[src/include/fetch_defines.svh]
`ifndef FETCH_DEFINES_SVH
`define FETCH_DEFINES_SVH

// first fetch address out of reset
`define RESET_PC 64'h0000_0000_8000_0000

// trap vector base out of reset, direct mode
`define RESET_MTVEC 64'h0000_0000_8000_0100

// instruction memory size in 64-bit words
// word index comes from address bits 10:3
`define IMEM_WORDS 256

// cycles from address accept to data valid
`define IMEM_LATENCY 2

`endif

[src/design/fetch_pkg.sv]
package fetch_pkg;

    // one memory word, seen either as raw data or as two instruction slots
    // lo sits at the lower address (pc bit 2 clear)
    typedef union packed {
        logic [63:0] raw;
        struct packed {
            logic [31:0] hi;
            logic [31:0] lo;
        } slot;
    } mem_word_u;

    // source of the target pc update in the current cycle
    typedef enum logic [2:0] {
        REDIR_NONE   = 3'd0,
        REDIR_JAL    = 3'd1,
        REDIR_BRANCH = 3'd2,
        REDIR_JALR   = 3'd3,
        REDIR_TRAP   = 3'd4
    } redirect_kind_e;

endpackage

[src/design/imem_read_if.sv]
`timescale 1ns/1ps

interface imem_read_if
    import fetch_pkg::*;
();
    // address phase
    logic        addr_valid;
    logic        addr_ready;
    logic [63:0] addr;

    // data phase
    logic        data_valid;
    logic        data_ready;
    mem_word_u   data;

    modport master (
        output addr_valid,
        output addr,
        input  addr_ready,
        input  data_valid,
        input  data,
        output data_ready
    );

    modport slave (
        input  addr_valid,
        input  addr,
        output addr_ready,
        output data_valid,
        output data,
        input  data_ready
    );

endinterface

[src/design/fetch_unit.sv]
`timescale 1ns/1ps

module fetch_unit
    import fetch_pkg::*;
(
    input  logic        clk,
    input  logic        rst_i,
    input  logic        stall_i,
    input  logic [63:0] target_pc_i,
    imem_read_if.master bus,
    output logic        advance_o,
    output logic [31:0] inst_o,
    output logic [63:0] pc_o,
    output logic        inst_valid_o
);

    // request sequence: issue, wait address accept, wait data
    localparam logic [1:0] S_ISSUE = 2'd0;
    localparam logic [1:0] S_ADDR  = 2'd1;
    localparam logic [1:0] S_DATA  = 2'd2;

    logic [1:0]  state_q;
    logic        addr_valid_q;
    logic        data_ready_q;
    logic [63:0] req_addr_q;
    mem_word_u   rsp_word;
    logic        issue;
    logic        data_fire;
    logic        rsp_match;

    assign issue = (state_q == S_ISSUE) && !stall_i;

    assign bus.addr_valid = addr_valid_q;
    assign bus.addr       = req_addr_q;
    assign bus.data_ready = data_ready_q;

    assign rsp_word  = bus.data;
    assign data_fire = bus.data_valid && bus.data_ready;

    // response is only useful if the target did not move meanwhile
    assign rsp_match = (req_addr_q == target_pc_i);

    // target steps by 4 at the edge closing the transfer
    assign advance_o = data_fire && rsp_match;

    always_ff @(posedge clk) begin
        if (rst_i) begin
            state_q      <= S_ISSUE;
            addr_valid_q <= 1'b0;
            data_ready_q <= 1'b0;
            inst_valid_o <= 1'b0;
        end else begin
            inst_valid_o <= 1'b0;
            case (state_q)
                S_ISSUE: begin
                    if (issue) begin
                        addr_valid_q <= 1'b1;
                        state_q      <= S_ADDR;
                    end
                end
                S_ADDR: begin
                    // address taken, ready for data from next cycle
                    if (bus.addr_ready) begin
                        addr_valid_q <= 1'b0;
                        data_ready_q <= 1'b1;
                        state_q      <= S_DATA;
                    end
                end
                S_DATA: begin
                    // stale words are dropped, next issue uses the new target
                    if (data_fire) begin
                        data_ready_q <= 1'b0;
                        inst_valid_o <= rsp_match;
                        state_q      <= S_ISSUE;
                    end
                end
                default: begin
                    state_q <= S_ISSUE;
                end
            endcase
        end
    end

    // request address held until the read completes
    always_ff @(posedge clk) begin
        if (issue) begin
            req_addr_q <= target_pc_i;
        end
    end

    // pc bit 2 picks the upper slot
    always_ff @(posedge clk) begin
        if (data_fire && rsp_match) begin
            inst_o <= req_addr_q[2] ? rsp_word.slot.hi : rsp_word.slot.lo;
            pc_o   <= req_addr_q;
        end
    end

endmodule

[src/flat_wrapper.sv]
// flat-port wrapper written by rule: the top's interface ports become plain ports
module fetch_unit_flat import fetch_pkg::*;
  (clk, rst_i, stall_i, target_pc_i, advance_o, inst_o, pc_o, inst_valid_o, bus_addr_valid, bus_addr, bus_addr_ready, bus_data_valid, bus_data, bus_data_ready);
  imem_read_if bus_i ();
  input  logic clk;
  input  logic rst_i;
  input  logic stall_i;
  input  logic [63:0] target_pc_i;
  output logic advance_o;
  output logic [31:0] inst_o;
  output logic [63:0] pc_o;
  output logic inst_valid_o;
  output wire logic [$bits(bus_i.addr_valid)-1:0] bus_addr_valid;
  output wire logic [$bits(bus_i.addr)-1:0] bus_addr;
  input wire logic [$bits(bus_i.addr_ready)-1:0] bus_addr_ready;
  input wire logic [$bits(bus_i.data_valid)-1:0] bus_data_valid;
  input wire logic [$bits(bus_i.data)-1:0] bus_data;
  output wire logic [$bits(bus_i.data_ready)-1:0] bus_data_ready;
  assign bus_addr_valid = bus_i.addr_valid;
  assign bus_addr = bus_i.addr;
  assign bus_i.addr_ready = bus_addr_ready;
  assign bus_i.data_valid = bus_data_valid;
  assign bus_i.data = bus_data;
  assign bus_data_ready = bus_i.data_ready;
  fetch_unit u_core (.clk(clk), .rst_i(rst_i), .stall_i(stall_i), .target_pc_i(target_pc_i), .bus(bus_i), .advance_o(advance_o), .inst_o(inst_o), .pc_o(pc_o), .inst_valid_o(inst_valid_o));
endmodule
[config.mk]
export PLATFORM = sky130hd
export DESIGN_NAME = fetch_unit_flat
export DESIGN_NICKNAME = d
export VERILOG_FILES = /design/src/include/fetch_defines.svh /design/src/design/fetch_pkg.sv /design/src/design/imem_read_if.sv /design/src/design/fetch_unit.sv /design/src/flat_wrapper.sv
export SDC_FILE = /design/constraint.sdc
export NUM_CORES = 1
export LEC_CHECK = 0
export BUFFER_PORTS_ARGS = -buffer_cell sky130_fd_sc_hd__buf_2
export CORE_UTILIZATION = 41
export DETAILED_ROUTE_END_ITERATION = 12
export GPL_ROUTABILITY_DRIVEN = 1
export GPL_TIMING_DRIVEN = 0
export PLACE_DENSITY = 0.86
export SLEW_MARGIN = 20
export SYNTH_ARGS = -nofsm -noshare
export SYNTH_HDL_FRONTEND = slang
export SYNTH_SLANG_ARGS = --single-unit
[constraint.sdc]
create_clock -name clk -period 6.3 [get_ports clk]
set_input_delay 0.63 -clock clk [delete_from_list [all_inputs] [get_ports clk]]
set_output_delay 0.63 -clock clk [all_outputs]
set_load 0.05 [all_outputs]
# Yosys cells after proc, flatten, opt, wreduce, memory -nomap -nowiden
# Index checks and enable logic that the tools add are counted.
[totals]
elab_cells = 37
inputBits = 133
ff_bits = 165
output_inout_bits = 164
[op_classes]
eq_ne = 6
n_bitwise = 2
reduce_logical = 11
muxes = 11
[op_table]
columns = ["op", "count"]
rows = [
  ["$eq A64 B64 Y1", 1],
  ["$mux W32", 1],
  ["$reduce_and A3 Y1", 3],
  ["$mux W2", 3],
  ["$pmux W2 S3", 1],
  ["$mux W1", 4],
  ["$ne A2 B1 Y1 const B", 2],
  ["$pmux W1 S2", 2],
  ["$reduce_bool A2 Y1", 2],
  ["$logic_and A1 B1 Y1", 3],
  ["$reduce_or A3 Y1", 1],
  ["$eq A2 B1 Y1 const B", 1],
  ["$eq A2 B2 Y1 const B", 1],
  ["$logic_not A2 Y1", 1],
  ["$ne A2 B2 Y1 const B", 1],
  ["$not A1 Y1", 2],
  ["$logic_not A1 Y1", 1],
]

# Logic depth before layout (Yosys ltp)
# Gate-level depths: netlist of the first run.
[logic_depth]
word_depth = 4
depth_mapped = 6
mapped_depth_nobuf = 5

# Worst setup path before layout of the first run
# Ideal clock, no wire load.
[synth_path]
kind = "reg-to-output"
start = "register u_core.req_addr_q[2] (netlist: u_core.bus.addr[2])"
end = "output advance_o"
path_slack_ps = -321
t_required_ps = 5670
arrival_time_ps = 5991
path_stages_with_launch = 7
path_cell_list = "edfxtp_1 -> buf_2 -> xnor2_1 -> nand4_1 -> nor4_2 -> nand4_1 -> nor2_1"
[synth_via]
elab_chain_len = 2
[synth_lines]
columns = ["item", "line_no", "rtl"]
rows = [
  ["start, declared", "fetch_unit.sv:25", "logic [63:0] req_addr_q;"],
  ["start signal, assigned", "fetch_unit.sv:87", "req_addr_q <= target_pc_i;"],
  ["$eq A64 B64 Y1", "fetch_unit.sv:41", "assign rsp_match = (req_addr_q == target_pc_i);"],
  ["$logic_and A1 B1 Y1", "fetch_unit.sv:44", "assign advance_o = data_fire && rsp_match;"],
  ["end, declared", "flat_wrapper.sv:9", "output logic advance_o;"],
]
# Every way passes these cells.

# Worst setup path after layout of the first run
[layout_path]
start = "register u_core.req_addr_q[19] (netlist: u_core.bus.addr[19])"
end = "output advance_o"
# Same word-level chain as after synthesis.

==> results.sh, run 1 <==
export IMPL_status="completed"
export IMPL_pwr_density_cell_nw_per_um2=296
export IMPL_finalSetupViolCount=0
export IMPL_numClockSinks=165
export IMPL_worst_setup_path_start_kind="flop"
export IMPL_ys_ff_latch=165
export IMPL_worstSetupPathDepth=7
export IMPL_overflow=0
export IMPL_slowest_stage="nor4_1"
export IMPL_routed_wirelength_um=14300
export IMPL_synth_area_um2=6100
export IMPL_skew_ns=0.00804
export IMPL_cpLargestDelayFamily="simple AND/OR/NAND/NOR gates"
export IMPL_worstHoldEndpoint="u_core.bus.addr[62]"
export IMPL_crit_chain="xnor2_1 > nand4_1 > nor4_1 > nand4_1 > nor2_4 > buf_12 > buf_2"
export IMPL_netSwitchingPower_mw=0.617
export IMPL_diodes=0
export IMPL_final_cell_count_no_fill=829
export IMPL_row_count=44
export IMPL_cts_tree="yes"
export IMPL_drc=0
export IMPL_power_total_mw=2.51
export IMPL_ctsResizeCount=0
export IMPL_core_area_um2=14500
export IMPL_grt_pass1_wl_um=20000
export IMPL_clk_latency_ns=0.42
export IMPL_drtAntennaViolNets=0
export IMPL_h_tree_depth=4
export IMPL_grt_pass1_vias=3884
export IMPL_r2r_end="u_core.inst_o[13]"
export IMPL_timing_final_crit_share=0.616
export IMPL_gp_congestion=0.783
export IMPL_die_area_um2=15400
export IMPL_final_min_clock_period_ns=3.88
export IMPL_grtUsageTotal=0.181
export IMPL_tightest_slew_ns=0.657
export IMPL_path_clk_slew_ns=0.06
export IMPL_p_seq_frac=0.511
export IMPL_p_leak_nw=3.32
export IMPL_slew_headroom=0.561
export IMPL_startpoint="u_core.bus.addr[19]"
export IMPL_r2r_worst_path_cells=7
export IMPL_crit_reg2reg_launch="u_core.bus.addr[19]"
export IMPL_yosys_top_cells_area="edfxtp_1, xnor2_1, mux2_2"
export IMPL_max_cap_viol_count=0
export IMPL_r2r_slack_ns=3.24
export IMPL_holdPathStages=1
export IMPL_die_x_um=124
export IMPL_crit_fanout=27
export IMPL_synth_cells=309
export IMPL_rsz0062_at_grt="no"
export IMPL_peakVddDrop_uv=175
export IMPL_slowest_delay_ns=0.59
export IMPL_p_comb_frac=0.120
export IMPL_ios=297
export IMPL_drive_gt1_frac=0.571
export IMPL_synth_area_leader_cell="edfxtp_1"
export IMPL_grt_max_degree=29
export IMPL_cts_buffer_depth=2
export IMPL_power_frac_clock=0.369
export IMPL_cts_buffers=17
export IMPL_fmaxAchievable_mhz=258
export IMPL_final_nets=767
export IMPL_cp_required_ns=5.67
export IMPL_die_y_um=124
export IMPL_antenna_found_initial=0
export IMPL_hp_class="in2reg"
export IMPL_cpMostUsedCell="nand4_1"
export IMPL_hp_start="target_pc_i[62]"
export IMPL_syn2layout_area_growth_pct=38.9
export IMPL_cts_root_buf="clkbuf_16"
export IMPL_hold_ws_ns=0.414
export IMPL_yosys_warnings=0
export IMPL_end_kind="primary output"
export IMPL_synth_fp_nets=442
export IMPL_path_class="reg2out"
export IMPL_ys_types=20
export IMPL_finalCoreUtilization=0.583
export IMPL_start_util=0.420
export IMPL_cp_arrival_ns=3.25
export IMPL_num_vias=3936
export IMPL_portBuffers=296
export IMPL_report_final_hold_viol_count=0
export IMPL_post_cts_setup_buffers=0
export IMPL_slew_viol_final=0
export IMPL_setup_tns_ns=0
export IMPL_wl_per_cell_um=17.3
export IMPL_seq_area_frac_synth=0.804
export IMPL_swShare=0.246
export IMPL_synth_area_per_cell_um2=19.8
export IMPL_hold_buffers=0
export IMPL_vias_per_cell=4.75
export IMPL_dp_cells=799
export IMPL_dp_hpwl_um=11100
export IMPL_netlist_area_leader_share=0.787
export IMPL_dr_pass1_iters=4
export IMPL_cp_num_buf_inv=2
export IMPL_p_int_mw=1.89
export IMPL_drtIter0Drc=195
[synthesized netlist by cell type, drive strengths merged]
library cell / number
a21oi: 5
xnor2: 64
a2111oi: 1
nand2: 2
clkbuf: 1
inv: 1
nor2: 6
nor3: 1
edfxtp: 160
nand4: 17
buf: 4
mux2: 32
nand2b: 2
o21ai: 1
nor4: 5
o21bai: 1
nor2b: 1
dfxtp: 5
[metrics by stage]
step | instance area, µm² | setup WS, ns
after floorplan | 6110 | 0.757
after global placement | 7820 | -1.16
after detailed placement | 7960 | 2.44
after CTS | 8480 | 2.29
after global routing | 8480 | 2.21
final | 8480 | 2.42
[registers in the layout, indices dropped and copies added (netlist names)]
signal                 cells
u_core.pc_o               64
u_core.bus.addr_valid      1
u_core.bus.data_ready      1
u_core.bus.addr           64
u_core.inst_valid_o        1
u_core.state_q             2
u_core.inst_o             32
[area by class of cell]
| class | count | area (µm²) |
|---|---|---|
| fill | 1140 | 6050 |
| clock inverter | 12 | 91.3 |
| tap | 184 | 230 |
| multi-input combinational | 138 | 1180 |
| sequential | 165 | 4900 |
| buffer | 5 | 23.8 |
| inverter | 1 | 3.75 |
| timing repair buffer | 306 | 1610 |
| clock buffer | 18 | 429 |
[cells by family (layout without fill, tap and decap cells)]
family / count (synthesis) / after routing / synth area share
AOI/OAI and AO/OA: 8 / 8 / 0.00758
xor gates and xnor gates: 64 / 64 / 0.0918
and+or+nand+nor: 34 / 34 / 0.0334
DFF: 165 / 165 / 0.804
buffers and inverters: 6 / 342 / 0.00451
muxes: 32 / 32 / 0.0590
[cells in the final DEF (no fill, tap or decap), drive strengths merged, types with 6 or more instances in the layout]
| master | Yosys | routed |
|---|---|---|
| clkinv | 0 | 9 |
| buf | 4 | 310 |
| mux2 | 32 | 32 |
| clkbuf | 1 | 19 |
| xnor2 | 64 | 64 |
| nand4 | 17 | 17 |
| edfxtp | 160 | 160 |
| nor2 | 6 | 6 |
[power groups by stage]
stage                     Combinational, mW  Clock (mW)  Sequential [mW]
after floorplan                      0.0849           0             1.41
after global placement                0.284           0             1.31
after detailed placement              0.302           0             1.31
after CTS                             0.303       0.942             1.28
after global routing                  0.321       0.981             1.29
final                                 0.301       0.924             1.28
[how the worst max path moves through the flow]
stage                                to
finish                        advance_o
global route                  advance_o
CTS                           advance_o
detailed placement            advance_o
global placement    u_core.bus.addr[10]
floorplan            u_core.bus.addr[0]
[per-layer routing]
layer	share of wire	vias to the layer above	wire, µm	GRT usage
li1	-	1832	-	-
met1	0.37	1857	5340	0.199
met2	0.52	225	7480	0.321
met3	0.087	22	1250	0.0545
met4	0.019	0	276	0.0804
met5	0	-	0	0
No activity file was read; power rests on OpenSTA's default activity.
==> inputs of run 2 (changes only) <==
Clock period 6.3 ns to 3.5 ns, I/O delays scaled along.
==> run 2 against run 1 <==
Register-to-register slack worse by 2.7 ns. Highest routed layer unchanged. Critical path depth unchanged. Worst hold slack got worse by 0.29 ns. Combinational power up 79%. Cell area is 0.22% higher. Worst setup slack got worse by 2.1 ns. Via count up 0.15%. Sequential share of layout area is 0.13 points lower. Critical path type unchanged.
==> results.sh, run 2 (synthesized netlist as in run 1, its figures left out) <==
export IMPL_status="completed"
export IMPL_place_ws_ns=0.00457
export IMPL_row_count=44
export IMPL_path_class="reg2out"
export IMPL_busiest_layer="met2"
export IMPL_routed_wirelength_um=14600
export IMPL_vias_per_cell=4.76
export IMPL_cts_root_buf="clkbuf_16"
export IMPL_power_total_mw=4.54
export IMPL_cts_buffer_depth=2
export IMPL_slew_viol_final=0
export IMPL_dr_pass1_iters=4
export IMPL_numClockSinks=165
export IMPL_dp_hpwl_um=11200
export IMPL_cts_buffers=17
export IMPL_diodes=0
export IMPL_finalCoreUtilization=0.585
export IMPL_setup_tns_ns=0
export IMPL_worst_slack_ns=0.299
export IMPL_peakVddDrop_uv=321
export IMPL_rsz0062_at_grt="no"
export IMPL_grt_max_degree=32
export IMPL_use_met1=0.197
export IMPL_crit_fanout=31
export IMPL_worst_setup_path_start_kind="flop"
export IMPL_start_util=0.420
export IMPL_hp_class="in2reg"
export IMPL_die_area_um2=15400
export IMPL_gp_congestion=0.744
export IMPL_final_cell_mix="buf_2, edfxtp_1, xnor2_1"
export IMPL_core_area_um2=14500
export IMPL_drtAntennaViolNets=0
export IMPL_final_min_clock_period_ns=3.20
export IMPL_final_nets=765
export IMPL_tightest_slew_ns=0.846
export IMPL_drc=0
export IMPL_p_leak_nw=3.32
export IMPL_nFillCells=1129
export IMPL_portBuffers=296
export IMPL_grt_pass1_vias=3910
export IMPL_antenna_found_initial=0
export IMPL_cp_required_ns=3.15
export IMPL_report_final_hold_viol_count=0
export IMPL_clk_latency_ns=0.42
export IMPL_finalSetupViolCount=0
export IMPL_cts_tree="yes"
export IMPL_end_kind="primary output"
export IMPL_die_y_um=124
export IMPL_grt_use_met3=0.0691
export IMPL_syn2layout_area_growth_pct=39.2
export IMPL_max_cap_viol_count=0
export IMPL_final_common_cell="buf_2"
export IMPL_grt_pass1_wl_um=20500
export IMPL_slew_headroom=0.434
export IMPL_fmaxAchievable_mhz=312
export IMPL_h_tree_depth=4
export IMPL_pwr_density_cell_nw_per_um2=535
export IMPL_drtIter0Drc=123
export IMPL_wl_per_cell_um=17.7
export IMPL_skew_ns=0.0148
export IMPL_hold_buffers=0
export IMPL_drive_gt1_frac=0.572
export IMPL_overflow=0
export IMPL_cp_arrival_ns=2.85
export IMPL_die_x_um=124
export IMPL_timing_final_crit_share=0.914
export IMPL_num_vias=3942
export IMPL_ios=297
export IMPL_met2_usage=0.341
export IMPL_path_clk_slew_ns=0.06
export IMPL_grtUsageTotal=0.187
[run 2: path summary, 6_finish.rpt]
path                       start                  to  slack (ns)  cells past startpoint
min reg2reg  u_core.bus.addr[19]     u_core.pc_o[19]        0.50                      0
min               target_pc_i[6]  u_core.bus.addr[6]        0.13                      1
max          u_core.bus.addr[20]           advance_o        0.30                      7
max reg2reg  u_core.bus.addr[20]   u_core.inst_o[26]        0.59                      8
[run 2: what timing repair did]
| action | CTS | global route |
|---|---|---|
| setup buffers | 1 | 0 |
| gates resized for setup | 1 | 0 |
| endpoints found under the setup margin | 1 | 0 |
[run 2: per-stage QoR]
stage               cell area, µm²  hold slack (ns)  std cells
finish                        8500            0.126        829
global route                  8500            0.109        829
CTS                           8500            0.112        829
detailed placement            7940            0.487        795
global placement              7830            0.481        789
floorplan                     6120            0.419        309
[run 2: critical path, stage by stage, from the launching register on]
cell      delay (ns)
edfxtp_1        0.44
xnor2_1         0.19
nand4_1         0.18
nor4_2          0.50
nand4_1         0.34
nor2_4          0.25
buf_12          0.22
buf_2           0.29
[run 2: power breakdown]
part | leakage, nW | total [mW] | switching [mW] | internal [mW]
combinational | 1.55 | 0.539 | 0.345 | 0.194
clock | 0.258 | 1.70 | 0.728 | 0.970
sequential | 1.51 | 2.31 | 0.0576 | 2.25
total | 3.32 | 4.54 | 1.13 | 3.41
[run 2: layer usage]
metal	vias up	wire length (µm)
met3	10	1230
met2	207	7920
met5	-	0
met4	0	147
li1	1837	-
met1	1888	5350
[run 2: area by class of cell]
class / count / area (µm²) / share of cell area
sequential: 165 / 4900 / 0.577
timing repair buffer: 303 / 1590 / 0.187
multi-input combinational: 139 / 1200 / 0.141
clock buffer: 18 / 429 / 0.0505
tap: 184 / 230 / 0.0271
clock inverter: 14 / 109 / 0.0128
buffer: 5 / 30.0 / 0.00353
inverter: 1 / 3.75 / 0.000442
